===== config.mk =====
export PLATFORM = sky130hd
export DESIGN_NAME = core_top
export DESIGN_NICKNAME = d
export VERILOG_FILES = /design/src/hdl/video_pkg.sv /design/src/hdl/audio_pkg.sv /design/src/hdl/rate_gen.sv /design/src/hdl/raster_timing.sv /design/src/hdl/pixel_pattern.sv /design/src/hdl/i2s_framer.sv /design/src/hdl/core_top.sv
export VERILOG_INCLUDE_DIRS = /design/src /design/src/hdl
export SDC_FILE = /design/constraint.sdc
export NUM_CORES = 1
export LEC_CHECK = 0
export BUFFER_PORTS_ARGS = -buffer_cell sky130_fd_sc_hd__buf_2
export CORE_MARGIN = 2
export CORE_UTILIZATION = 62
export DETAILED_ROUTE_END_ITERATION = 8
export PLACE_DENSITY_LB_ADDON = 0.15
export SYNTH_ARGS = -nofsm -noshare
export SYNTH_HDL_FRONTEND = slang
export SYNTH_SLANG_ARGS = --single-unit

===== constraint.sdc =====
create_clock -name clk_74a -period 5.3 [get_ports clk_74a]
set_clock_uncertainty 0.15 [all_clocks]
set_input_delay 0.265 -clock clk_74a [delete_from_list [all_inputs] [get_ports clk_74a]]
set_output_delay 0.265 -clock clk_74a [all_outputs]
set_load 0.03 [all_outputs]

===== src/hdl/core_defs.svh =====
/*
 * shared constants for the core shell
 * raster geometry, sync column and test-field bounds
 * fractional accumulator steps for pixel strobe and audio mclk
 * audio sample and slot widths, default throttle divisor
 */

`ifndef CORE_DEFS_SVH
`define CORE_DEFS_SVH

////////////////////////////////////////////////////////////////////////////
// raster geometry

// 400 clocks per line, 320 visible
`define CORE_H_TOTAL        400
`define CORE_H_BPORCH       10
`define CORE_H_ACTIVE       320

// 512 lines per frame, 240 visible
`define CORE_V_TOTAL        512
`define CORE_V_BPORCH       10
`define CORE_V_ACTIVE       240

// hsync sits a few pixels after vsync
`define CORE_HS_X           3

// test field
`define CORE_RED_X_LIMIT    60
`define CORE_RED_Y_LIMIT    200
`define CORE_GREY_LEVEL     60

////////////////////////////////////////////////////////////////////////////
// rate generation from the 74.25 MHz clock

// pixel strobe near 12.288 MHz
`define CORE_PIX_STEP       12288
`define CORE_PIX_MOD        74250

// mclk toggle rate, twice 12.288 MHz
`define CORE_MCLK_STEP      245760
`define CORE_MCLK_MOD       742500

// audio framing
`define CORE_SAMPLE_W       16
`define CORE_SLOT_BITS      32

// roughly 2 Hz processor step
`define CORE_THROTTLE_DIV   37000000

`endif


===== src/hdl/video_pkg.sv =====
/*
 * video types
 * raster coordinate and packed rgb pixel
 */

package video_pkg;

    ////////////////////////////////////////////////////////////////////////
    // coordinates

    // wide enough for the 512 line grid
    typedef logic [9:0] coord_t;

    ////////////////////////////////////////////////////////////////////////
    // pixel

    // r in the top byte, b in the bottom byte
    // matches the 24-bit scaler bus order
    typedef struct packed {
        // red channel
        logic [7:0] r;
        // green channel
        logic [7:0] g;
        // blue channel
        logic [7:0] b;
    } rgb_t;

endpackage


===== src/hdl/audio_pkg.sv =====
/*
 * audio types
 * i2s framer states and bit-slot index
 */

package audio_pkg;

    // one channel slot is 16 data bits then 16 pad bits
    // left half first, lrck low
    typedef enum logic [1:0] {
        LEFT_DATA  = 2'd0,
        LEFT_PAD   = 2'd1,
        RIGHT_DATA = 2'd2,
        RIGHT_PAD  = 2'd3
    } i2s_state_e;

    // bit index within a 32 bit slot
    // wraps naturally at the end of a channel
    typedef logic [4:0] slot_t;

endpackage


===== src/hdl/rate_gen.sv =====
/*
 * rate generator on clk_74a
 * pixel strobe and audio mclk from fractional accumulators
 * sclk and its falling strobe, throttle step strobe
 */

`include "core_defs.svh"

module rate_gen #(
    parameter int unsigned throttle_div = `CORE_THROTTLE_DIV
) (
    input  logic clk_74a,
    input  logic reset_n,
    output logic pix_en,
    output logic audio_mclk,
    output logic audio_sclk,
    output logic sclk_fall,
    output logic cpu_tick
);

    localparam int unsigned PIX_W  = 17;
    localparam int unsigned MCLK_W = 20;
    localparam int unsigned THR_W  = (throttle_div > 1) ? $clog2(throttle_div) : 1;

    logic [PIX_W-1:0]  pix_acc;
    logic [MCLK_W-1:0] mclk_acc;
    logic              mclk_wrap;
    logic [1:0]        sclk_cnt;
    logic [THR_W-1:0]  thr_cnt;

    ////////////////////////////////////////////////////////////////////////
    // pixel strobe

    // one pulse every 6 or 7 clocks
    always_ff @(posedge clk_74a or negedge reset_n) begin
        if (!reset_n) begin
            pix_acc <= '0;
            pix_en  <= 1'b0;
        end else if (pix_acc >= PIX_W'(`CORE_PIX_MOD)) begin
            pix_acc <= pix_acc - PIX_W'(`CORE_PIX_MOD) + PIX_W'(`CORE_PIX_STEP);
            pix_en  <= 1'b1;
        end else begin
            pix_acc <= pix_acc + PIX_W'(`CORE_PIX_STEP);
            pix_en  <= 1'b0;
        end
    end

    ////////////////////////////////////////////////////////////////////////
    // audio clocks

    assign mclk_wrap  = (mclk_acc >= MCLK_W'(`CORE_MCLK_MOD));
    // sclk is mclk divided by 4
    assign audio_sclk = sclk_cnt[1];

    always_ff @(posedge clk_74a or negedge reset_n) begin
        if (!reset_n) begin
            mclk_acc   <= '0;
            audio_mclk <= 1'b0;
            sclk_cnt   <= 2'd0;
            sclk_fall  <= 1'b0;
        end else begin
            sclk_fall <= 1'b0;
            if (mclk_wrap) begin
                mclk_acc   <= mclk_acc - MCLK_W'(`CORE_MCLK_MOD) + MCLK_W'(`CORE_MCLK_STEP);
                audio_mclk <= ~audio_mclk;
                // mclk about to rise
                if (!audio_mclk) begin
                    sclk_cnt  <= sclk_cnt + 2'd1;
                    // 3 to 0 drops sclk
                    sclk_fall <= (sclk_cnt == 2'd3);
                end
            end else begin
                mclk_acc <= mclk_acc + MCLK_W'(`CORE_MCLK_STEP);
            end
        end
    end

    ////////////////////////////////////////////////////////////////////////
    // throttle

    // first tick lands throttle_div clocks after reset release
    always_ff @(posedge clk_74a or negedge reset_n) begin
        if (!reset_n) begin
            thr_cnt  <= '0;
            cpu_tick <= 1'b0;
        end else if (thr_cnt == THR_W'(throttle_div - 1)) begin
            thr_cnt  <= '0;
            cpu_tick <= 1'b1;
        end else begin
            thr_cnt  <= thr_cnt + 1'b1;
            cpu_tick <= 1'b0;
        end
    end

endmodule


===== src/hdl/raster_timing.sv =====
/*
 * raster position counters
 * x wraps at the end of a line, y at the end of a frame
 * both advance only on the pixel strobe
 */

`include "core_defs.svh"

module raster_timing (
    input  logic              clk_74a,
    input  logic              reset_n,
    input  logic              pix_en,
    output video_pkg::coord_t x_pos,
    output video_pkg::coord_t y_pos
);

    // last column and last line of the grid
    localparam video_pkg::coord_t H_LAST = video_pkg::coord_t'(`CORE_H_TOTAL - 1);
    localparam video_pkg::coord_t V_LAST = video_pkg::coord_t'(`CORE_V_TOTAL - 1);

    logic x_at_end;
    logic y_at_end;

    ////////////////////////////////////////////////////////////////////////
    // wrap detection

    assign x_at_end = (x_pos == H_LAST);
    assign y_at_end = (y_pos == V_LAST);

    ////////////////////////////////////////////////////////////////////////
    // horizontal counter

    // 400 pixel periods per line
    always_ff @(posedge clk_74a or negedge reset_n) begin
        if (!reset_n) begin
            x_pos <= '0;
        end else if (pix_en) begin
            if (x_at_end) begin
                x_pos <= '0;
            end else begin
                x_pos <= x_pos + 1'b1;
            end
        end
    end

    ////////////////////////////////////////////////////////////////////////
    // vertical counter

    // steps once per line
    // 512 lines per frame
    always_ff @(posedge clk_74a or negedge reset_n) begin
        if (!reset_n) begin
            y_pos <= '0;
        end else if (pix_en && x_at_end) begin
            if (y_at_end) begin
                y_pos <= '0;
            end else begin
                y_pos <= y_pos + 1'b1;
            end
        end
    end

endmodule


===== src/hdl/pixel_pattern.sv =====
/*
 * test field generator
 * registered sync, data enable and colour from raster position
 * grey field, partly red when the processor status word is 1
 */

`include "core_defs.svh"

module pixel_pattern (
    input  logic              clk_74a,
    input  logic              reset_n,
    input  logic              pix_en,
    input  video_pkg::coord_t x_pos,
    input  video_pkg::coord_t y_pos,
    input  logic [31:0]       cpu_status,
    output video_pkg::rgb_t   video_rgb,
    output logic              video_de,
    output logic              video_hs,
    output logic              video_vs
);

    // active window is x 10..329 and y 10..249
    localparam video_pkg::coord_t H_START = video_pkg::coord_t'(`CORE_H_BPORCH);
    localparam video_pkg::coord_t H_END   = video_pkg::coord_t'(`CORE_H_BPORCH + `CORE_H_ACTIVE);
    localparam video_pkg::coord_t V_START = video_pkg::coord_t'(`CORE_V_BPORCH);
    localparam video_pkg::coord_t V_END   = video_pkg::coord_t'(`CORE_V_BPORCH + `CORE_V_ACTIVE);
    localparam video_pkg::coord_t HS_X    = video_pkg::coord_t'(`CORE_HS_X);
    localparam video_pkg::coord_t RED_X   = video_pkg::coord_t'(`CORE_RED_X_LIMIT);
    localparam video_pkg::coord_t RED_Y   = video_pkg::coord_t'(`CORE_RED_Y_LIMIT);
    localparam logic [7:0]        GREY    = 8'(`CORE_GREY_LEVEL);

    logic            in_window;
    logic            red_zone;
    video_pkg::rgb_t pix_colour;

    ////////////////////////////////////////////////////////////////////////
    // decode

    assign in_window = (x_pos >= H_START) && (x_pos < H_END) &&
                       (y_pos >= V_START) && (y_pos < V_END);
    // left band and bottom band
    assign red_zone  = (cpu_status == 32'd1) && ((x_pos < RED_X) || (y_pos > RED_Y));

    // black outside the window
    always_comb begin
        pix_colour = '0;
        if (in_window) begin
            if (red_zone) begin
                pix_colour.r = 8'd255;
            end else begin
                pix_colour.r = GREY;
                pix_colour.g = GREY;
                pix_colour.b = GREY;
            end
        end
    end

    ////////////////////////////////////////////////////////////////////////
    // output registers

    // held for a full pixel period
    always_ff @(posedge clk_74a or negedge reset_n) begin
        if (!reset_n) begin
            video_rgb <= '0;
            video_de  <= 1'b0;
            video_hs  <= 1'b0;
            video_vs  <= 1'b0;
        end else if (pix_en) begin
            video_rgb <= pix_colour;
            video_de  <= in_window;
            video_hs  <= (x_pos == HS_X);
            // new frame at the origin
            video_vs  <= (x_pos == '0) && (y_pos == '0);
        end
    end

endmodule


===== src/hdl/i2s_framer.sv =====
/*
 * i2s transmitter
 * 32 bit slot per channel, sample msb first then zero pad
 * lrck low for left, high for right
 */

`include "core_defs.svh"

module i2s_framer (
    input  logic                      clk_74a,
    input  logic                      reset_n,
    input  logic                      sclk_fall,
    input  logic [`CORE_SAMPLE_W-1:0] sample_l,
    input  logic [`CORE_SAMPLE_W-1:0] sample_r,
    output logic                      audio_lrck,
    output logic                      audio_dac
);

    localparam audio_pkg::slot_t DATA_LAST = audio_pkg::slot_t'(`CORE_SAMPLE_W - 1);
    localparam audio_pkg::slot_t SLOT_LAST = audio_pkg::slot_t'(`CORE_SLOT_BITS - 1);

    audio_pkg::i2s_state_e     state_q;
    audio_pkg::slot_t          slot_q;
    logic [`CORE_SAMPLE_W-1:0] shift_q;
    logic [`CORE_SAMPLE_W-1:0] sample_sel;
    logic [`CORE_SAMPLE_W-1:0] data_word;
    logic                      right_half;

    ////////////////////////////////////////////////////////////////////////
    // data path

    assign right_half = (state_q == audio_pkg::RIGHT_DATA) || (state_q == audio_pkg::RIGHT_PAD);
    assign sample_sel = right_half ? sample_r : sample_l;
    // slot 0 takes a fresh sample
    assign data_word  = (slot_q == '0) ? sample_sel : shift_q;

    always_ff @(posedge clk_74a) begin
        if (sclk_fall) begin
            shift_q <= {data_word[`CORE_SAMPLE_W-2:0], 1'b0};
        end
    end

    ////////////////////////////////////////////////////////////////////////
    // slot fsm

    // state and slot name the bit driven on the next sclk fall
    always_ff @(posedge clk_74a or negedge reset_n) begin
        if (!reset_n) begin
            state_q    <= audio_pkg::LEFT_DATA;
            slot_q     <= '0;
            audio_lrck <= 1'b0;
            audio_dac  <= 1'b0;
        end else if (sclk_fall) begin
            slot_q     <= slot_q + 1'b1;
            // lrck follows the half that owns this bit
            audio_lrck <= right_half;
            case (state_q)
                audio_pkg::LEFT_DATA, audio_pkg::RIGHT_DATA: begin
                    audio_dac <= data_word[`CORE_SAMPLE_W-1];
                    if (slot_q == DATA_LAST) begin
                        state_q <= right_half ? audio_pkg::RIGHT_PAD : audio_pkg::LEFT_PAD;
                    end
                end
                default: begin
                    // zero pad to the end of the slot
                    audio_dac <= 1'b0;
                    if (slot_q == SLOT_LAST) begin
                        state_q <= right_half ? audio_pkg::LEFT_DATA : audio_pkg::RIGHT_DATA;
                    end
                end
            endcase
        end
    end

endmodule


===== src/hdl/core_top.sv =====
/*
 * core shell top level
 * rate generator, raster counters, test field and i2s framer
 */

`include "core_defs.svh"

module core_top #(
    parameter int unsigned throttle_div = `CORE_THROTTLE_DIV
) (
    input  logic                      clk_74a,
    input  logic                      reset_n,
    input  logic [31:0]               cpu_status,
    input  logic [`CORE_SAMPLE_W-1:0] sample_l,
    input  logic [`CORE_SAMPLE_W-1:0] sample_r,
    output video_pkg::rgb_t           video_rgb,
    output logic                      video_de,
    output logic                      video_hs,
    output logic                      video_vs,
    output logic                      audio_mclk,
    output logic                      audio_sclk,
    output logic                      audio_lrck,
    output logic                      audio_dac,
    output logic                      cpu_tick
);

    logic              pix_en;
    logic              sclk_fall;
    video_pkg::coord_t x_pos;
    video_pkg::coord_t y_pos;

    ////////////////////////////////////////////////////////////////////////
    // clock rates

    rate_gen #(
        .throttle_div (throttle_div)
    ) rate_gen_inst (
        .clk_74a    (clk_74a),
        .reset_n    (reset_n),
        .pix_en     (pix_en),
        .audio_mclk (audio_mclk),
        .audio_sclk (audio_sclk),
        .sclk_fall  (sclk_fall),
        .cpu_tick   (cpu_tick)
    );

    ////////////////////////////////////////////////////////////////////////
    // video

    raster_timing raster_timing_inst (
        .clk_74a (clk_74a),
        .reset_n (reset_n),
        .pix_en  (pix_en),
        .x_pos   (x_pos),
        .y_pos   (y_pos)
    );

    pixel_pattern pixel_pattern_inst (
        .clk_74a    (clk_74a),
        .reset_n    (reset_n),
        .pix_en     (pix_en),
        .x_pos      (x_pos),
        .y_pos      (y_pos),
        .cpu_status (cpu_status),
        .video_rgb  (video_rgb),
        .video_de   (video_de),
        .video_hs   (video_hs),
        .video_vs   (video_vs)
    );

    ////////////////////////////////////////////////////////////////////////
    // audio

    i2s_framer i2s_framer_inst (
        .clk_74a    (clk_74a),
        .reset_n    (reset_n),
        .sclk_fall  (sclk_fall),
        .sample_l   (sample_l),
        .sample_r   (sample_r),
        .audio_lrck (audio_lrck),
        .audio_dac  (audio_dac)
    );

endmodule


==> results.sh, run 1 <==
export IMPL_synthesis_area_per_instance_sq_um=10.2
export IMPL_detailed_place_hpwl_um=8570
export IMPL_postLayoutCellArea_sq_um=7470
export IMPL_hold_violation_count_in_the_final_report=0
export IMPL_num_antenna_cells=0
export IMPL_layout_common_cells="100 x dfrtp_1, 88 x buf_2, 56 x nor2_1"
export IMPL_clock_tree_from_tritoncts="built"
export IMPL_post_place_instance_area_sq_um=6630
export IMPL_crit_fanout=12
export IMPL_r2r_cells=5
export IMPL_ys_ff_latch=115
export IMPL_post_synth_inst_count=608
export IMPL_numCtsBuffers=17
export IMPL_final_period_utilization=0.557
export IMPL_grt_antenna_before_repair=0
export IMPL_drcViolationCount=0
export IMPL_yosys_mux_area_fraction=0.0426
export IMPL_top_level_ports=98
export IMPL_area_growth_synth_to_final_pct=20.6
export IMPL_fmax_ghz=0.339
export IMPL_synth_top_family_by_area="simple AND/OR/NAND/NOR gates"
export IMPL_grt_overflow_total=0
export IMPL_slew_headroom=0.269
export IMPL_worstSetupStartpointType="register"
export IMPL_synth_simple_area_share=0.186
export IMPL_num_vias=4788
export IMPL_die_x_um=104
export IMPL_grt_pass1_wl_um=22800
export IMPL_timing_reg2reg_setup_slack_ns=2.35
export IMPL_detail_route_wl_per_cell_um=15.4
export IMPL_run_status="finished, final reports clean"
export IMPL_first_pass_iters=5
export IMPL_worst_ir_drop_vdd_mv=0.232
export IMPL_cts_resized_gates=0
export IMPL_synth_edff_count=15
export IMPL_hold_buffers=20
export IMPL_floorplan_initialDensity=0.637
export IMPL_required_ns=5.54
export IMPL_cts_setup_buffers=0
export IMPL_clock_latency_reported_for_the_late_side_of_the_worst_skew_pair_ns=0.51
export IMPL_die_area_sq_um=10800
export IMPL_period_minus_slack_ns=2.95
export IMPL_die_h_um=104
export IMPL_crit_reg_reg_startpoint="rate_gen_inst.thr_cnt[22]"
export IMPL_grt_setup_unrepaired="no"
export IMPL_route_antenna_remaining_nets=0
export IMPL_max_cap_violations=0
export IMPL_postSynth_asyncResetShare=0.870
export IMPL_cp_arrival_ns=3.19
export IMPL_routabilityCongestion=0.862
export IMPL_maxSlewViolCount=0
export IMPL_final_setup_viol_count=0
export IMPL_ctsLongestPathBuffers=2
export IMPL_synth_compound_area_frac=0.0947
export IMPL_finalSetupTns_ns=0
export IMPL_placementRows=36
export IMPL_num_nets_final=799
export IMPL_multi_input_logic_area_sq_um=2930
export IMPL_first_iter_violations=254
export IMPL_synth_cell_types=69
export IMPL_cts_htree_levels=4
export IMPL_core_area_sq_um=9730
export IMPL_grt_util_all_layers=0.261
export IMPL_ys_dominant_reg_cell="dfrtp_1"
export IMPL_mostFrequentLayoutCell="dfrtp_1"
export IMPL_cts_sink_count=115
export IMPL_final_layout_size_suffix_gt1_frac=0.198
export IMPL_port_buffer_count=89
export IMPL_synth_xor_xnor_area_share=0.0961
export IMPL_cts_reportedPaths_clkPinSlew_ns=0.06
export IMPL_worst_pin_slew_ns=1.09
export IMPL_synth_sequential_area_ratio=0.476
export IMPL_clockRootBuffer="clkbuf_8"
export IMPL_timing_critical_path_from="rate_gen_inst.thr_cnt[22]"
export IMPL_p_per_area_nw_per_um2=292
export IMPL_routed_via_density=5.61
export IMPL_netlist_area_sq_um=6200
export IMPL_synth_fa_ha_area_frac=0.0484
export IMPL_static_leakage_power_nw=3.52
export IMPL_largest_net_degree_at_the_start_of_global_routing=85
export IMPL_yosysWarningCount=0
export IMPL_final_seq_area_sq_um=2950
export IMPL_drt_total_wl_um=13200
export IMPL_hold_class="in2async"
export IMPL_fillCellCount=650
export IMPL_first_global_vias=4807
export IMPL_worstSetupPathType="reg2reg"
export IMPL_crit_path_end_kind="register"
export IMPL_rr_endpoint="rate_gen_inst.thr_cnt[20]"
==> Yosys cell counts (all sizes together), types with 6 or more instances <==
cell      n  area share
ha       24       0.048
nand3    18       0.015
inv      27       0.016
nor4     13       0.013
buf      25       0.030
nand2b    9      0.0091
nand2    49       0.030
nand4    19       0.019
or4       6      0.0085
nor2     56       0.034
dfrtp   100        0.40
nor3     14       0.011
o21ai    25       0.020
clkbuf   13      0.0095
xor2     27       0.038
xnor2    41       0.058
a21oi    31       0.025
mux2i    23       0.037
edfxtp   15       0.073
==> flip-flops by register name (all words and copies together), names as in the netlist <==
name                          count
i2s_framer_inst.shift_q          15
rate_gen_inst.cpu_tick            1
raster_timing_inst.y_pos         10
pixel_pattern_inst.video_rgb      3
rate_gen_inst.sclk_cnt            2
i2s_framer_inst.state_q           2
i2s_framer_inst.audio_lrck        1
rate_gen_inst.pix_acc            16
i2s_framer_inst.slot_q            5
raster_timing_inst.x_pos         10
rate_gen_inst.thr_cnt            26
pixel_pattern_inst.video_hs       1
i2s_framer_inst.audio_dac         1
pixel_pattern_inst.video_vs       1
rate_gen_inst.pix_en              1
rate_gen_inst.audio_mclk          1
rate_gen_inst.mclk_acc           18
rate_gen_inst.sclk_fall           1
==> final cells by class <==
| cell class | instances | area share |
|---|---|---|
| Multi-Input combinational cell | 435 | 0.393 |
| Clock inverter | 8 | 0.0193 |
| Tap cell | 133 | 0.0223 |
| Sequential cell | 115 | 0.395 |
| Inverter | 27 | 0.0136 |
| Clock buffer | 23 | 0.0666 |
| Timing Repair Buffer | 113 | 0.0907 |
==> power breakdown <==
part	total (W)	switching (W)	internal (W)
logic	0.0000642	0.0000346	0.0000295
clock network	0.00122	0.000384	0.000838
registers	0.000893	0	0.000893
==> worst max-delay path: stages, from the launching register on <==
cell and delay [ns]:
dfrtp_1 0.41, or4bb_1 0.51, or4_1 0.54, nor4b_2 0.95, nand2b_1 0.20, mux2i_1 0.07
==> routing by layer <==
| layer | GRT usage | vias up | wire length [um] |
|---|---|---|---|
| li1 | - | 2316 | - |
| met1 | 0.321 | 2321 | 5690 |
| met2 | 0.450 | 127 | 6750 |
| met3 | 0.0464 | 24 | 479 |
| met4 | 0.121 | 0 | 255 |
| met5 | 0 | - | 0 |
==> logic make-up after synthesis <==
kind of cell               Yosys count
and+or+nand+nor                    219
DFF                                115
AOI/OAI and AO/OA                   90
xor gates and xnor gates            68
buffers and inverters               65
muxes                               26
adders and majority gates           24
other                                1
==> through the flow <==
stage	std cells	total power, W	setup slack, ns	utilization	hold WS (ns)
floorplan	615	0.000925	3.00	-	-0.181
CTS	854	0.00220	2.35	0.768	0.00216
global route	854	0.00225	2.18	0.768	0.0371
detailed placement	803	0.000961	2.37	0.682	-0.00805
global placement	803	0.000959	2.42	0.682	-0.00750
finish	854	0.00218	2.35	0.768	0.0295
==> how the worst max path moves through the flow <==
stage	to	cells after the start	slack [ns]
3_5_place_dp	rate_gen_inst.thr_cnt[20]	5	2.37
5_1_grt	rate_gen_inst.thr_cnt[20]	5	2.18
6_report	rate_gen_inst.thr_cnt[20]	5	2.35
4_1_cts	rate_gen_inst.thr_cnt[20]	5	2.35
2_1_floorplan	i2s_framer_inst.shift_q[10]	6	3.00
3_3_place_gp	rate_gen_inst.thr_cnt[20]	5	2.42
Power figures use the tool's default switching activity.
==> run 2, diff against run 1 <==
- ABC_AREA: unset -> 1
- CORE_UTILIZATION: 62 -> 53
- clock period: 5.3 -> 2.6 ns (I/O delays scaled with it)
==> run 2 against run 1 <==
Maximum frequency up 21%; critical path depth is 4 higher; register-to-register slack got worse by 2.2 ns; core utilization shrank 13 points; sequential share of layout area decreased by 6.5 points; clock-buffer cell count is 5 lower; largest cell class is now multi-input gates; largest power group unchanged.
==> results.sh, run 2 <==
export IMPL_run_status="finished, final reports clean"
export IMPL_wl_met3_um=1040
export IMPL_postSynth_asyncResetShare=0.870
export IMPL_post_synth_inst_count=1037
export IMPL_num_antenna_cells=0
export IMPL_fmax_ghz=0.411
export IMPL_drcViolationCount=0
export IMPL_crit_path_cell_trace="inv_1 -> ha_1 -> nand3_1 -> nor2_1 -> buf_4 -> inv_1 -> nand2_1 -> o21ai_0 -> dlygate4sd3_1"
export IMPL_die_x_um=124
export IMPL_synthDominantCellAreaShare=0.330
export IMPL_cts_htree_levels=4
export IMPL_die_h_um=124
export IMPL_mostFrequentLayoutCell="nand2_1"
export IMPL_cts_setup_buffers=0
export IMPL_max_cap_violations=0
export IMPL_fin_total_pwr_w=0.00405
export IMPL_clock_latency_reported_for_the_late_side_of_the_worst_skew_pair_ns=0.42
export IMPL_synth_edff_count=15
export IMPL_worstSetupPathType="reg2reg"
export IMPL_p_per_area_nw_per_um2=452
export IMPL_largest_net_degree_at_the_start_of_global_routing=43
export IMPL_routedLengthMet1_um=8210
export IMPL_final_cells=1351
export IMPL_final_layout_size_suffix_gt1_frac=0.161
export IMPL_worst_ir_drop_vdd_mv=0.380
export IMPL_detailed_place_hpwl_um=12600
export IMPL_wl_met2_um=7720
export IMPL_period_minus_slack_ns=2.43
export IMPL_critical_path_buf_inv_count=4
export IMPL_final_period_utilization=0.936
export IMPL_first_iter_violations=482
export IMPL_cts_sink_count=115
export IMPL_core_area_sq_um=13900
export IMPL_first_pass_iters=5
export IMPL_grt_util_all_layers=0.239
export IMPL_routabilityCongestion=0.910
export IMPL_clockRootBuffer="clkbuf_16"
export IMPL_netlist_top_cells_count="280 x nand2_1, 124 x nor2_1, 120 x inv_1, 100 x dfrtp_1, 77 x nand3_1"
export IMPL_required_ns=2.61
export IMPL_synth_sequential_area_ratio=0.390
export IMPL_largest_register="rate_gen_inst.thr_cnt"
export IMPL_clock_tree_from_tritoncts="built"
export IMPL_ys_dominant_reg_cell="dfrtp_1"
export IMPL_grt_setup_unrepaired="no"
export IMPL_floorplan_initialDensity=0.543
export IMPL_top_level_ports=98
export IMPL_synthDominantAreaCellType="dfrtp_1"
export IMPL_static_leakage_power_nw=4.56
export IMPL_num_nets_final=1248
export IMPL_path_common_cell="inv_1"
export IMPL_critical_path_max_stage_delay_ns=0.58
export IMPL_synth_most_common_cell="nand2_1"
export IMPL_hold_class="in2reg"
export IMPL_drt_total_wl_um=17300
export IMPL_crit_path_end_kind="register"
export IMPL_detail_route_wl_per_cell_um=12.8
export IMPL_ctsLongestPathBuffers=2
export IMPL_numCtsBuffers=17
export IMPL_worstSetupStartpointType="register"
export IMPL_die_area_sq_um=15300
export IMPL_synth_area_top_cells="dfrtp_1 33%, nand2_1 14%, nor2_1 6.1%"
export IMPL_yosysWarningCount=0
export IMPL_final_core_util=0.643
export IMPL_layout_common_cells="280 x nand2_1, 124 x nor2_1, 120 x inv_1"
export IMPL_area_growth_synth_to_final_pct=18.3
export IMPL_crit_fanout=16
export IMPL_hold_violation_count_in_the_final_report=0
export IMPL_largest_registers="rate_gen_inst.thr_cnt (26), rate_gen_inst.mclk_acc (18), rate_gen_inst.pix_acc (16)"
export IMPL_final_setup_viol_count=0
export IMPL_timing_critical_path_slowest_stage_cell="dlygate4sd3_1"
export IMPL_routed_via_density=5.03
export IMPL_fillCellCount=1231
export IMPL_critPathTopFamily="buffers and inverters"
export IMPL_route_antenna_remaining_nets=0
export IMPL_dp_cells=1284
export IMPL_worst_pin_slew_ns=0.621
export IMPL_synthesis_area_per_instance_sq_um=7.30
export IMPL_first_global_vias=6235
export IMPL_post_place_instance_area_sq_um=8080
export IMPL_timing_reg2reg_setup_slack_ns=0.17
export IMPL_postLayoutCellArea_sq_um=8950
export IMPL_maxUsedRoutingLayer="met4"
export IMPL_cp_arrival_ns=2.45
export IMPL_maxSlewViolCount=0
export IMPL_port_buffer_count=89
export IMPL_grt_overflow_total=0
export IMPL_synth_cell_types=42
export IMPL_slew_headroom=0.586
export IMPL_grt_pass1_wl_um=28600
export IMPL_finalSetupTns_ns=0
export IMPL_cts_resized_gates=0
export IMPL_cts_reportedPaths_clkPinSlew_ns=0.05
export IMPL_ys_ff_latch=115
export IMPL_netlist_area_sq_um=7570
export IMPL_placementRows=43
export IMPL_largest_register_ffs=26
export IMPL_num_vias=6797
export IMPL_grt_antenna_before_repair=0
run 2: cell count changes after synthesis, moves of 18 or more:
cell,delta
inv_1,+93
mux2i_1,-23
nor2_1,+68
o21ai_1,+18
o21ai_0,+24
nand2_1,+231
xnor2_1,-36
nand3_1,+60
run 2: worst paths after layout:
check                                          start  cells after the start                          to
min                                     sample_r[15]                      5   i2s_framer_inst.audio_dac
min in group asynchronous                    reset_n                      2  rate_gen_inst.mclk_acc[19]
max in group asynchronous                    reset_n                      3    rate_gen_inst.pix_acc[8]
max reg2reg                i2s_framer_inst.slot_q[0]                      9  i2s_framer_inst.shift_q[3]
min reg2reg                 rate_gen_inst.thr_cnt[0]                      1    rate_gen_inst.thr_cnt[0]
max                        i2s_framer_inst.slot_q[0]                      9  i2s_framer_inst.shift_q[3]
run 2: area by class of cell:
type | instances | area, sq um | area share
clock inverters | 14 | 96.3 | 0.0108
well taps | 180 | 225 | 0.0252
inverters | 134 | 503 | 0.0562
clock buffers | 18 | 429 | 0.0479
multi-input cells | 753 | 3850 | 0.430
flip-flops and latches | 115 | 2950 | 0.330
repair buffers | 137 | 896 | 0.100
run 2: cells by family (layout without fill, tap and decap cells):
family,count (synthesis),count (layout),synth area share
simple gates,582,582,0.346
buf+inv,176,303,0.105
flops,115,115,0.390
compound gates,99,99,0.0725
xor+xnor,40,40,0.0463
fa+ha+maj,24,24,0.0397
other cells,1,8,0.000495
run 2: worst reg2reg max path, cell delays in order (launching register included):
cell and delay [ns]:
dfrtp_1 0.42, inv_1 0.07, ha_1 0.15, nand3_1 0.08
nor2_1 0.09, buf_4 0.19, inv_1 0.23, nand2_1 0.12
o21ai_0 0.10, dlygate4sd3_1 0.58
run 2: where the power goes:
| group | total (W) | leakage (nW) | switching (W) | internal, W |
|---|---|---|---|---|
| Sequential | 0.00182 | 1.41 | 0 | 0.00182 |
| Combinational | 0.000139 | 2.89 | 0.0000735 | 0.0000656 |
| Clock | 0.00209 | 0.261 | 0.000806 | 0.00128 |
| Total | 0.00405 | 4.56 | 0.000880 | 0.00317 |
run 2: metrics by stage:
| stage | hold slack, ns | worst slack, ns |
|---|---|---|
| floorplan | -0.316 | 0.786 |
| CTS | 0.00927 | 0.211 |
| detailed placement | 0.0173 | 0.550 |
| finish | 0.0208 | 0.167 |
| global route | 0.0596 | 0.0270 |
| global placement | 0.0152 | 0.601 |
run 2: repair_timing:
action                                  4_1_cts  5_1_grt
endpoints found under the setup margin        0        0
hold endpoints to repair                     55        0
hold buffers                                 35        0
run 2: routing by layer:
metal,up-vias,GRT usage
li1,3532,-
met1,3021,0.327
met2,217,0.377
met3,27,0.0484
met4,0,0.0866
met5,-,0
